--- src/rtl/eth_pkg.sv ---
package eth_pkg;

  // ==========================================================================
  // Address and field widths
  // ==========================================================================

  typedef logic [5:0][7:0] mac_addr_t;   // Byte 5 goes out first on the wire.
  typedef logic [3:0][7:0] ipv4_addr_t;
  typedef logic [15:0]     ethertype_t;
  typedef logic [15:0]     length_t;

  // One byte of a frame stream.
  typedef struct packed {
    logic       val;
    logic       sof;
    logic       eof;
    logic [7:0] dat;
  } stream_t;

  typedef struct packed {
    mac_addr_t  mac_addr;
    ipv4_addr_t ipv4_addr;
  } dev_t;

  // Frame header handed to the MAC together with tx_rdy.
  typedef struct packed {
    mac_addr_t  dst_mac;
    mac_addr_t  src_mac;
    ethertype_t ethertype;
    length_t    length;
  } mac_meta_t;

  localparam ethertype_t ETHERTYPE_ARP   = 16'h0806;
  localparam length_t    MIN_PAYLOAD_LEN = 16'd46;
  localparam mac_addr_t  BROADCAST_MAC   = '1;

endpackage : eth_pkg

--- src/rtl/arp_pkg.sv ---
package arp_pkg;

  localparam int ARP_HDR_LEN = 28;  // Bytes, for IPv4 over Ethernet.

  typedef logic [15:0] arp_oper_t;

  localparam arp_oper_t OPER_REQUEST = 16'd1;
  localparam arp_oper_t OPER_REPLY   = 16'd2;

  // The protocol type field shares the ethertype number space.
  localparam eth_pkg::ethertype_t PTYPE_IPV4 = 16'h0800;

  // ==========================================================================
  // Header fields kept from a received frame
  // ==========================================================================

  typedef struct packed {
    arp_oper_t           oper;
    eth_pkg::mac_addr_t  sha;
    eth_pkg::ipv4_addr_t spa;
    eth_pkg::mac_addr_t  tha;
    eth_pkg::ipv4_addr_t tpa;
  } arp_hdr_t;

  // One frame for the transmitter. Sender fields always come from dev.
  typedef struct packed {
    arp_oper_t           oper;
    eth_pkg::mac_addr_t  dst_mac;  // Ethernet destination, not part of the ARP header.
    eth_pkg::mac_addr_t  tha;
    eth_pkg::ipv4_addr_t tpa;
  } arp_job_t;

endpackage : arp_pkg

--- src/rtl/arp_rx.sv ---
`timescale 1ns/10ps

module arp_rx (
  input  logic              clk,
  input  logic              fsm_rst,
  input  eth_pkg::stream_t  rx_strm,
  output logic              hdr_val,
  output arp_pkg::arp_hdr_t rx_hdr
);

  localparam int         HDR_LEN   = arp_pkg::ARP_HDR_LEN;
  localparam logic [4:0] HDR_BYTES = 5'(arp_pkg::ARP_HDR_LEN);

  // Bytes collected in the current frame. Zero means waiting for sof,
  // HDR_BYTES means the header is done and the rest is skipped.
  logic [4:0]               byte_cnt;
  logic [HDR_LEN-2:0][7:0]  sreg;
  logic [HDR_LEN-1:0][7:0]  hdr_bytes;
  logic                     beacon;

  assign hdr_bytes = {sreg, rx_strm.dat};

  // The valid byte that completes the header.
  assign beacon = rx_strm.val && !rx_strm.sof && byte_cnt == HDR_BYTES - 5'd1;

  always_ff @(posedge clk) begin
    if (fsm_rst) begin
      byte_cnt <= '0;
      hdr_val  <= 1'b0;
    end else begin
      hdr_val <= beacon;
      if (rx_strm.val) begin
        if (rx_strm.sof) begin
          byte_cnt <= 5'd1;
        end else if (byte_cnt != '0 && byte_cnt != HDR_BYTES) begin
          byte_cnt <= byte_cnt + 5'd1;
        end
        if (rx_strm.eof) begin
          byte_cnt <= '0;  // A short frame is dropped here.
        end
      end
    end
  end

  always_ff @(posedge clk) begin
    if (rx_strm.val) begin
      sreg <= hdr_bytes[HDR_LEN-2:0];
    end
    // Byte 27 of hdr_bytes is the first byte on the wire.
    if (beacon) begin
      rx_hdr.oper <= hdr_bytes[21:20];
      rx_hdr.sha  <= hdr_bytes[19:14];
      rx_hdr.spa  <= hdr_bytes[13:10];
      rx_hdr.tha  <= hdr_bytes[9:4];
      rx_hdr.tpa  <= hdr_bytes[3:0];
    end
  end

  a_sof_has_val : assert property (
    @(posedge clk) disable iff (fsm_rst)
    rx_strm.sof |-> rx_strm.val
  );

endmodule : arp_rx

--- src/rtl/arp_table.sv ---
`timescale 1ns/10ps

module arp_table #(
  parameter int TABLE_DEPTH = 4
) (
  input  logic                clk,
  input  logic                fsm_rst,
  input  logic                learn_val,
  input  eth_pkg::mac_addr_t  learn_mac,
  input  eth_pkg::ipv4_addr_t learn_ipv4,
  input  logic                lookup_val,
  input  eth_pkg::ipv4_addr_t lookup_ipv4,
  output logic                lookup_done,
  output logic                lookup_hit,
  output eth_pkg::mac_addr_t  lookup_mac
);

  localparam int PTR_W = (TABLE_DEPTH > 1) ? $clog2(TABLE_DEPTH) : 1;

  logic [TABLE_DEPTH-1:0] ent_val;
  eth_pkg::ipv4_addr_t    ent_ipv4 [TABLE_DEPTH];
  eth_pkg::mac_addr_t     ent_mac  [TABLE_DEPTH];

  logic [TABLE_DEPTH-1:0] learn_match;
  logic [TABLE_DEPTH-1:0] lookup_match;
  logic [TABLE_DEPTH-1:0] wr_sel;
  logic [PTR_W-1:0]       wr_ptr;
  eth_pkg::mac_addr_t     match_mac;

  always_comb begin
    match_mac = '0;
    for (int i = 0; i < TABLE_DEPTH; i++) begin
      learn_match[i]  = ent_val[i] && ent_ipv4[i] == learn_ipv4;
      lookup_match[i] = ent_val[i] && ent_ipv4[i] == lookup_ipv4;
      if (lookup_match[i]) begin
        match_mac = ent_mac[i];
      end
    end
  end

  // A known address is refreshed in place, a new one takes the round-robin slot.
  always_comb begin
    wr_sel = '0;
    if (learn_val) begin
      if (|learn_match) wr_sel = learn_match;
      else wr_sel[wr_ptr] = 1'b1;
    end
  end

  always_ff @(posedge clk) begin
    if (fsm_rst) begin
      ent_val     <= '0;
      wr_ptr      <= '0;
      lookup_done <= 1'b0;
      lookup_hit  <= 1'b0;
    end else begin
      ent_val     <= ent_val | wr_sel;
      lookup_done <= lookup_val;
      lookup_hit  <= lookup_val && |lookup_match;
      if (learn_val && !(|learn_match)) begin
        if (wr_ptr == PTR_W'(TABLE_DEPTH - 1)) wr_ptr <= '0;
        else wr_ptr <= wr_ptr + PTR_W'(1);
      end
    end
  end

  always_ff @(posedge clk) begin
    for (int i = 0; i < TABLE_DEPTH; i++) begin
      if (wr_sel[i]) begin
        ent_ipv4[i] <= learn_ipv4;
        ent_mac[i]  <= learn_mac;
      end
    end
    lookup_mac <= match_mac;  // Reads the contents from before a same-cycle learn.
  end

  a_unique_entry : assert property (
    @(posedge clk) disable iff (fsm_rst)
    $onehot0(lookup_match)
  );

endmodule : arp_table

--- src/rtl/arp_ctrl.sv ---
`timescale 1ns/10ps

module arp_ctrl (
  input  logic                clk,
  input  logic                fsm_rst,
  input  eth_pkg::dev_t       dev,
  input  logic                hdr_val,
  input  arp_pkg::arp_hdr_t   rx_hdr,
  input  eth_pkg::ipv4_addr_t lookup_ipv4,
  input  logic                lookup_done,
  input  logic                lookup_hit,
  output logic                job_val,
  output arp_pkg::arp_job_t   job,
  input  logic                job_ack
);

  typedef enum logic {
    idle_s,
    offer_s
  } state_t;

  state_t              state;
  logic                rep_pend;
  logic                req_pend;
  arp_pkg::arp_job_t   rep_job;
  arp_pkg::arp_job_t   req_job;
  eth_pkg::ipv4_addr_t lookup_ipv4_q;  // Address of the lookup that lookup_done answers.
  logic                reply_due;
  logic                request_due;
  logic                load_rep;
  logic                load_req;

  assign reply_due   = hdr_val && rx_hdr.oper == arp_pkg::OPER_REQUEST &&
                       rx_hdr.tpa == dev.ipv4_addr;
  assign request_due = lookup_done && !lookup_hit;

  // Replies go first.
  assign load_rep = state == idle_s && rep_pend;
  assign load_req = state == idle_s && !rep_pend && req_pend;

  always_ff @(posedge clk) begin
    lookup_ipv4_q <= lookup_ipv4;
    if (reply_due) begin
      rep_job.oper    <= arp_pkg::OPER_REPLY;
      rep_job.dst_mac <= rx_hdr.sha;
      rep_job.tha     <= rx_hdr.sha;
      rep_job.tpa     <= rx_hdr.spa;
    end
    if (request_due) begin
      req_job.oper    <= arp_pkg::OPER_REQUEST;
      req_job.dst_mac <= eth_pkg::BROADCAST_MAC;
      req_job.tha     <= '0;
      req_job.tpa     <= lookup_ipv4_q;
    end
    if (load_rep) job <= rep_job;
    else if (load_req) job <= req_job;
  end

  always_ff @(posedge clk) begin
    if (fsm_rst) begin
      state    <= idle_s;
      rep_pend <= 1'b0;
      req_pend <= 1'b0;
      job_val  <= 1'b0;
    end else begin
      case (state)
        idle_s : begin
          if (load_rep || load_req) begin
            job_val <= 1'b1;
            state   <= offer_s;
          end
          if (load_rep) rep_pend <= 1'b0;
          if (load_req) req_pend <= 1'b0;
        end
        offer_s : begin
          if (job_ack) begin
            job_val <= 1'b0;
            state   <= idle_s;
          end
        end
        default : state <= idle_s;
      endcase
      // A new event refills its slot even in the cycle the old one is taken.
      if (reply_due) rep_pend <= 1'b1;
      if (request_due) req_pend <= 1'b1;
    end
  end

  a_job_stable : assert property (
    @(posedge clk) disable iff (fsm_rst)
    job_val && !job_ack |=> $stable(job)
  );

endmodule : arp_ctrl

--- src/rtl/arp_tx.sv ---
`timescale 1ns/10ps

module arp_tx (
  input  logic               clk,
  input  logic               fsm_rst,
  input  eth_pkg::dev_t      dev,
  input  logic               job_val,
  input  arp_pkg::arp_job_t  job,
  output logic               job_ack,
  output eth_pkg::mac_meta_t tx_meta,
  output logic               tx_rdy,
  input  logic               tx_req,
  output eth_pkg::stream_t   tx_strm
);

  typedef enum logic [1:0] {
    idle_s,
    wait_s,
    tx_s
  } state_t;

  localparam int         HDR_LEN   = arp_pkg::ARP_HDR_LEN;
  localparam logic [5:0] LAST_BYTE = 6'(eth_pkg::MIN_PAYLOAD_LEN - 16'd1);

  state_t                  state;
  logic [HDR_LEN-1:0][7:0] data;      // Byte HDR_LEN-1 is the next one out.
  logic [5:0]              byte_cnt;
  logic                    grant;

  assign job_ack = state == idle_s && job_val;
  assign grant   = tx_req && tx_rdy;

  // ==========================================================================
  // Header and padding shift register
  // ==========================================================================

  always_ff @(posedge clk) begin
    if (job_ack) begin
      data <= {
        16'd1,
        arp_pkg::PTYPE_IPV4,
        8'd6,
        8'd4,
        job.oper,
        dev.mac_addr,
        dev.ipv4_addr,
        job.tha,
        job.tpa
      };
      tx_meta.dst_mac   <= job.dst_mac;
      tx_meta.src_mac   <= dev.mac_addr;
      tx_meta.ethertype <= eth_pkg::ETHERTYPE_ARP;
      tx_meta.length    <= eth_pkg::MIN_PAYLOAD_LEN;
    end else if (grant || state == tx_s) begin
      data <= {data[HDR_LEN-2:0], 8'h00};  // Zeros behind the header form the pad.
    end
  end

  // ==========================================================================
  // Transmit FSM
  // ==========================================================================

  always_ff @(posedge clk) begin
    if (fsm_rst) begin
      state    <= idle_s;
      tx_rdy   <= 1'b0;
      tx_strm  <= '0;
      byte_cnt <= '0;
    end else begin
      tx_strm.val <= 1'b0;
      tx_strm.sof <= 1'b0;
      tx_strm.eof <= 1'b0;
      case (state)
        idle_s : begin
          if (job_ack) begin
            tx_rdy <= 1'b1;
            state  <= wait_s;
          end
        end
        wait_s : begin
          if (grant) begin
            tx_rdy      <= 1'b0;
            tx_strm.val <= 1'b1;
            tx_strm.sof <= 1'b1;
            tx_strm.dat <= data[HDR_LEN-1];
            byte_cnt    <= 6'd1;
            state       <= tx_s;
          end
        end
        tx_s : begin
          tx_strm.val <= 1'b1;
          tx_strm.dat <= data[HDR_LEN-1];
          byte_cnt    <= byte_cnt + 6'd1;
          if (byte_cnt == LAST_BYTE) begin
            tx_strm.eof <= 1'b1;
            state       <= idle_s;
          end
        end
        default : state <= idle_s;
      endcase
    end
  end

  a_eof_with_val : assert property (
    @(posedge clk) disable iff (fsm_rst)
    tx_strm.eof |-> tx_strm.val
  );

endmodule : arp_tx

--- src/rtl/arp_top.sv ---
`timescale 1ns/10ps

module arp_top #(
  parameter int TABLE_DEPTH = 4
) (
  input  logic                clk,
  input  logic                fsm_rst,
  input  eth_pkg::dev_t       dev,
  input  eth_pkg::stream_t    rx_strm,
  input  logic                lookup_val,
  input  eth_pkg::ipv4_addr_t lookup_ipv4,
  output logic                lookup_done,
  output logic                lookup_hit,
  output eth_pkg::mac_addr_t  lookup_mac,
  output eth_pkg::mac_meta_t  tx_meta,
  output logic                tx_rdy,
  input  logic                tx_req,
  output eth_pkg::stream_t    tx_strm
);

  logic              hdr_val;
  arp_pkg::arp_hdr_t rx_hdr;
  logic              job_val;
  arp_pkg::arp_job_t job;
  logic              job_ack;

  arp_rx rx_i (
    .clk     (clk),
    .fsm_rst (fsm_rst),
    .rx_strm (rx_strm),
    .hdr_val (hdr_val),
    .rx_hdr  (rx_hdr)
  );

  // Every received header teaches the cache its sender pair.
  arp_table #(
    .TABLE_DEPTH (TABLE_DEPTH)
  ) table_i (
    .clk         (clk),
    .fsm_rst     (fsm_rst),
    .learn_val   (hdr_val),
    .learn_mac   (rx_hdr.sha),
    .learn_ipv4  (rx_hdr.spa),
    .lookup_val  (lookup_val),
    .lookup_ipv4 (lookup_ipv4),
    .lookup_done (lookup_done),
    .lookup_hit  (lookup_hit),
    .lookup_mac  (lookup_mac)
  );

  arp_ctrl ctrl_i (
    .clk         (clk),
    .fsm_rst     (fsm_rst),
    .dev         (dev),
    .hdr_val     (hdr_val),
    .rx_hdr      (rx_hdr),
    .lookup_ipv4 (lookup_ipv4),
    .lookup_done (lookup_done),
    .lookup_hit  (lookup_hit),
    .job_val     (job_val),
    .job         (job),
    .job_ack     (job_ack)
  );

  arp_tx tx_i (
    .clk     (clk),
    .fsm_rst (fsm_rst),
    .dev     (dev),
    .job_val (job_val),
    .job     (job),
    .job_ack (job_ack),
    .tx_meta (tx_meta),
    .tx_rdy  (tx_rdy),
    .tx_req  (tx_req),
    .tx_strm (tx_strm)
  );

endmodule : arp_top

--- config.mk ---
export PLATFORM = sky130hd
export DESIGN_NAME = arp_top
export DESIGN_NICKNAME = d
export VERILOG_FILES = /design/src/rtl/eth_pkg.sv /design/src/rtl/arp_pkg.sv /design/src/rtl/arp_rx.sv /design/src/rtl/arp_table.sv /design/src/rtl/arp_ctrl.sv /design/src/rtl/arp_tx.sv /design/src/rtl/arp_top.sv
export SDC_FILE = /design/constraint.sdc
export NUM_CORES = 2
export LEC_CHECK = 0
export BUFFER_PORTS_ARGS = -buffer_cell sky130_fd_sc_hd__clkbuf_2
export CAP_MARGIN = 20
export CORE_MARGIN = 1
export CORE_UTILIZATION = 35
export DETAILED_ROUTE_END_ITERATION = 8
export GPL_ROUTABILITY_DRIVEN = 0
export PLACE_DENSITY_LB_ADDON = 0.08
export SETUP_SLACK_MARGIN = 0.02
export SYNTH_ARGS = -nofsm -noshare
export SYNTH_HDL_FRONTEND = slang
export SYNTH_SLANG_ARGS = --single-unit
export TNS_END_PERCENT = 30
--- constraint.sdc ---
create_clock -name clk -period 13.72 [get_ports clk]
set_clock_uncertainty 0.15 [all_clocks]
set_input_delay 0.686 -clock clk [delete_from_list [all_inputs] [get_ports clk]]
set_output_delay 0.686 -clock clk [all_outputs]
set_load 0.05 [all_outputs]
; Yosys cells after proc, flatten, opt, wreduce, memory -nomap -nowiden
; Memories as Yosys holds them, arrays and structs flattened.
; Cells that the tools add are included.
[totals]
reg_bits = 976
mem_bits_rw = 320
inputBits = 127
out_inout_bits = 190
elab_cells = 267
mem_count = 2
[memory_table]
columns = name, depth, width, rd, rd_ports_with_merged_regs, write_ports, line
row1 = table_i.ent_mac, 4, 48, 4, 0, 4, arp_table.sv:22  ; eth_pkg::mac_addr_t ent_mac [TABLE_DEPTH];
row2 = table_i.ent_ipv4, 4, 32, 4, 0, 4, arp_table.sv:21  ; eth_pkg::ipv4_addr_t ent_ipv4 [TABLE_DEPTH];
[classes]
add_sub_neg = 3
order_cmp = 2
n_eq_ne = 23
n_mux = 50
bitwise_logic = 4
n_reduce_logical = 48
[op_table]
columns = op, count
row1 = $eq 32x32->1, 9
row2 = $mux 48, 4
row3 = $mux 176, 1
row4 = $mux 162, 1
row5 = $mux 130, 1
row6 = $mux 128, 1
row7 = $logic_and 1x1->1, 22
row8 = $mux 1, 22
row9 = $eq 16x1->1 const B, 1
row10 = $pmux 8 s2, 1
row11 = $mux 5, 3
row12 = $pmux 6 s2, 1
row13 = $reduce_bool 2->1, 6
row14 = $mux 2, 5
row15 = $ne 2x2->1 const B, 5
row16 = $reduce_and 2->1, 5
row17 = $mux 4, 2
row18 = $mux 8, 1
row19 = $pmux 1 s2, 4
row20 = $reduce_or 4->1, 2
row21 = $add 6x1->6 const B, 1
row22 = $eq 6x6->1 const B, 1
row23 = $mux 6, 1
row24 = $pmux 2 s3, 1
row25 = 19 further kinds, 29

; Logic depth before layout (Yosys ltp)
[logic_depth]
word_depth = 8
mapped_depth = 10
mapped_depth_nobuf = 8

; By module
; Synthesis repeated with hierarchy kept, for this count alone.
[unflattened]
hier_cells = 3111
area_unflattened_um2 = 49339.8
[by_module_without_submodules]
columns = module, instances, cells_each, area_per_inst_um2, seq_area_each_um2
row1 = arp_table, 1, 1038, 15746.4, 10730.3
row2 = arp_tx, 1, 1174, 13143.9, 9529.1
row3 = arp_rx, 1, 387, 10695.3, 10450.0
row4 = arp_ctrl, 1, 512, 9754.4, 7987.7

; Worst setup path after synthesis
; OpenSTA, ideal clock, no wires.
[synth_path]
path_kind = input to register
from = input rx_strm[9] (netlist bit)
to = register, netlist name rx_i.rx_hdr[0]
arrival_time_ns = 13.140
path_slack_ns = -0.515
stages = 1
n_path_buf = 0
path_cell_list = nor4_1
[synth_between]
elab_chain_cells = 3
[synth_lines]
columns = item, line
row1 = "start, declared", arp_top.sv:9  ; input eth_pkg::stream_t rx_strm,
row2 = $logic_not 1->1, arp_rx.sv:24  ; assign beacon = rx_strm.val && !rx_strm.sof && byte_cnt == HDR_BYTES - 5'd1;
row3 = $logic_and 1x1->1 (2 in series), arp_rx.sv:24
; No other way between the ends.
; A chain may end at the register's enable or synchronous reset.

==> key figures <==
Global route
  – Total Routing Usage GR: 18.76%
  – M3 GR Usage: 3.453%
  – Met1 GRT Util: 27.08%
  – Grt ovf: 0
  – Vias in the first global route: 26040
  – Pin count of the biggest net entering global routing: 174
  – Initial antenna violation count: 12
  – Met2 Usage GRT: 28.83%
  – Most Crowded Layer GR: met2
  – First-pass GRT wire length: 185.3 mm

Layout
  – Final Non-Filler Cells: 5302
  – Final net count: 3556
  – Area delta synth->final: 18.44%
  – FILL cells: 12130
  – Fraction of layout cells with a size suffix above 1: 16.73%

Yosys
  – Ys Warns: 0
  – Async set-reset flop share out of synthesis: 0%
  – Synth area leader: edfxtp_1
  – Cell variety after synth: 51
  – #FFs+latches synth: 1296
  – Most area-consuming cells after synthesis: edfxtp_1 (72%), dfxtp_1 (7.0%), nand2_1 (5.0%)
  – Synthesized cell area: 47400 sq um
  – Post-synthesis sequential area ratio: 78.60%
  – Synth Flop Type: edfxtp_1
  – Top cells by count, synth: edfxtp_1 (1130), nand2_1 (637), xnor2_1 (179)
  – Most numerous cell in the Yosys netlist: edfxtp_1
  – Synthesized area per cell: 15.64 sq um
  – EDFF count, synth: 1130
  – Post-synth top area share: 71.59%
  – Post-synthesis cell count: 3031

Drt
  – Post-route ant nets: 0
  – DRC Markers: 0
  – Vias per cell: 4.847
  – Routed WL: 128.9 mm
  – Routed length per instance: 24.31 um
  – Pre-antenna DRT Iters: 5
  – Via Count: 25700
  – DRC violation total after the first TritonRoute iteration: 2215

STA
  – RSZ-0062 raised after global routing: false
  – Fmax: 212.2 MHz
  – Min Tclk post-route: 4713 ps
  – Setup tns final: 0 ps
  – Setup violations, final: 0
  – Final hold viol count: 0
  – Relative slew slack: 23.34%
  – Fin. max-slew vios: 0
  – Fin crit share: 34.35%
  – Worst Max-Slew Pin Slew: 1148 ps

Worst setup path
  – Startpoint Class: register
  – Critical path's top delay family: compound AO/OA/AOI/OAI gates
  – Worst Setup SP: rx_i.rx_hdr[104]
  – CP peak stage delay: 1130 ps
  – Crit Path Max Fanout: 52
  – Crit Path Class: register to register
  – Buf/Inv on CP: 1
  – Worst r2r src: rx_i.rx_hdr[104]
  – Crit-path slowest cell: o2bb2ai_4
  – CP required: 13940 ps
  – Top cell by count, worst path: nand4_1
  – Crit path capture type: register
  – Worst EP arrival: 4940 ps
  – Reg2Reg Depth: 7
  – WP depth: 7
  – CP Cell Sequence: xor2_1, nor4_1, nand4_1, o31a_1, nand4_1, o2bb2ai_4, buf_4

Place
  – Port Buffer Count: 284
  – Dpl cells: 4977
  – DP HPWL: 82.80 mm

Die
  – Die Y: 370.0 um
  – Die Area: 136900 sq um
  – Die Wd: 370.0 um
  – Ports: 317
  – Num rows: 134
  – Core area: 134000 sq um
  – Starting density of the core: 35.38%

Clock network
  – # H-tree levels: 4
  – Setup Fix Bufs, Post-CTS: 0
  – Clk_lat worst skew: 770 ps
  – Root Buffer: clkbuf_16
  – CTS tree: done
  – Clock transition at path regs: 60 ps
  – TritonCTS Buffers: 141
  – CTS sink cnt: 1296
  – Clock Tree Buf Depth: 3

Pwr
  – Pwr Density: 156.2 nW/um^2
  – Lkg Pwr: 0.01985 uW
  – VDD IR max: 118.7 uV

Worst hold path
  – Hold path startpoint: lookup_ipv4[13]
  – Hold path cells: 1
  – Hold WC Path Type: primary input to register

Flow run
  – Max Cap Viol: 0

Status
  – Status: finished clean
## state kept, by name (all words and copies together) (netlist names), 2 cells and up
name	flops
tx_i.data	224
table_i.ent_mac	192
rx_i.hdr_bytes	168
ctrl_i.job	130
rx_i.rx_hdr	128
table_i.ent_ipv4	128
tx_i.tx_meta	96
ctrl_i.rep_job	80
table_i.lookup_mac	48
ctrl_i.lookup_ipv4_q	32
ctrl_i.req_job	32
tx_i.tx_strm	11
tx_i.byte_cnt	6
rx_i.byte_cnt	5
table_i.ent_val	4
table_i.wr_ptr	2
tx_i.state	2
## cell usage in the layout (no fill, tap or decap), types with 5 or more instances in the layout
cell type / instances
o21ai_0: 40
inv_1: 16
nand3_1: 19
a22oi_2: 10
buf_4: 30
ha_1: 12
nor3_1: 12
nand2_1: 635
clkinv_1: 16
and4_1: 48
nand4_1: 51
clkbuf_16: 144
o21ai_1: 11
dfxtp_1: 166
edfxtp_1: 1130
clkbuf_2: 284
dlygate4sd3_1: 65
mux2i_1: 49
xnor2_1: 179
clkbuf_1: 31
mux2_2: 33
inv_6: 5
conb_1: 32
and2_1: 62
clkbuf_8: 8
and3_1: 13
a22oi_1: 38
a21oi_1: 59
nor2_1: 25
nand2b_1: 58
clkinv_2: 27
xor2_1: 113
nor4_1: 32
bufinv_16: 16
## layout make-up
cell class | instances | area (sq um) | share of cell area [%]
Inverter | 19 | 81.33 | 0.1449
Clock buffer | 183 | 3821 | 6.806
Sequential cell | 1296 | 37260 | 66.36
Tap cell | 1768 | 2212 | 3.940
Multi-Input combinational cell | 1578 | 9544 | 17.00
Antenna cell | 1 | 2.502 | 0.004457
Clock inverter | 76 | 893.4 | 1.591
Timing Repair Buffer | 381 | 2331 | 4.152
## cells by family after synthesis
group / after synthesis / share of synthesized area [%]
xor+xnor: 292 / 5.396
mux: 83 / 1.840
flops: 1296 / 78.60
simple gates: 976 / 9.582
other cells: 2 / 0.01584
fa+ha+maj: 12 / 0.3168
compound gates: 183 / 2.431
buf+inv: 187 / 1.819
## report_power, final
part | switching, uW | internal (uW) | leakage, uW
clock | 1570 | 2280 | 0.00231
combinational | 283 | 107 | 0.00585
sequential | 70.0 | 4460 | 0.0117
total | 1920 | 6850 | 0.0199
## layer usage
layer,part of all wire (%),up-vias
li1,-,11640
met1,47,13130
met2,46,758
met3,5.4,162
met4,2.1,6
met5,0.035,-
## stage by stage
step | worst slack, ps | power, uW | cell area (sq um) | hold slack [ps] | util (%)
finish | 9007 | 8771 | 56140 | 64.67 | 41.91
global route | 8952 | 9088 | 56140 | 28.85 | 41.91
CTS | 9069 | 8897 | 56140 | 6.550 | 41.91
detailed placement | 9083 | 4999 | 50770 | 238.7 | 37.90
global placement | 9010 | 4997 | 50770 | 238.6 | 37.90
floorplan | 5116 | 4845 | 47520 | 235.5 | -
## worst reg2reg max path, stage by stage (launching register included)
cell and delay, ps:
edfxtp_1 560, xor2_1 470, nor4_1 150, nand4_1 150, o31a_1 210, nand4_1 560
o2bb2ai_4 1140, buf_4 820
## timing repair
item | 4_1_cts | 5_1_grt
hold buffers | 65 | 0
hold endpoints to repair | 79 | 0
gates resized for setup | 0 | 0
## final timing paths
path                                                 end  slack, ps
worst min register to register        ctrl_i.req_job[14]        240
worst max register to register    table_i.ent_mac[1][41]       9010
worst max-delay path              table_i.ent_mac[1][41]       9010
worst min-delay path            ctrl_i.lookup_ipv4_q[13]         60
No activity file was read; power rests on OpenSTA's default activity.
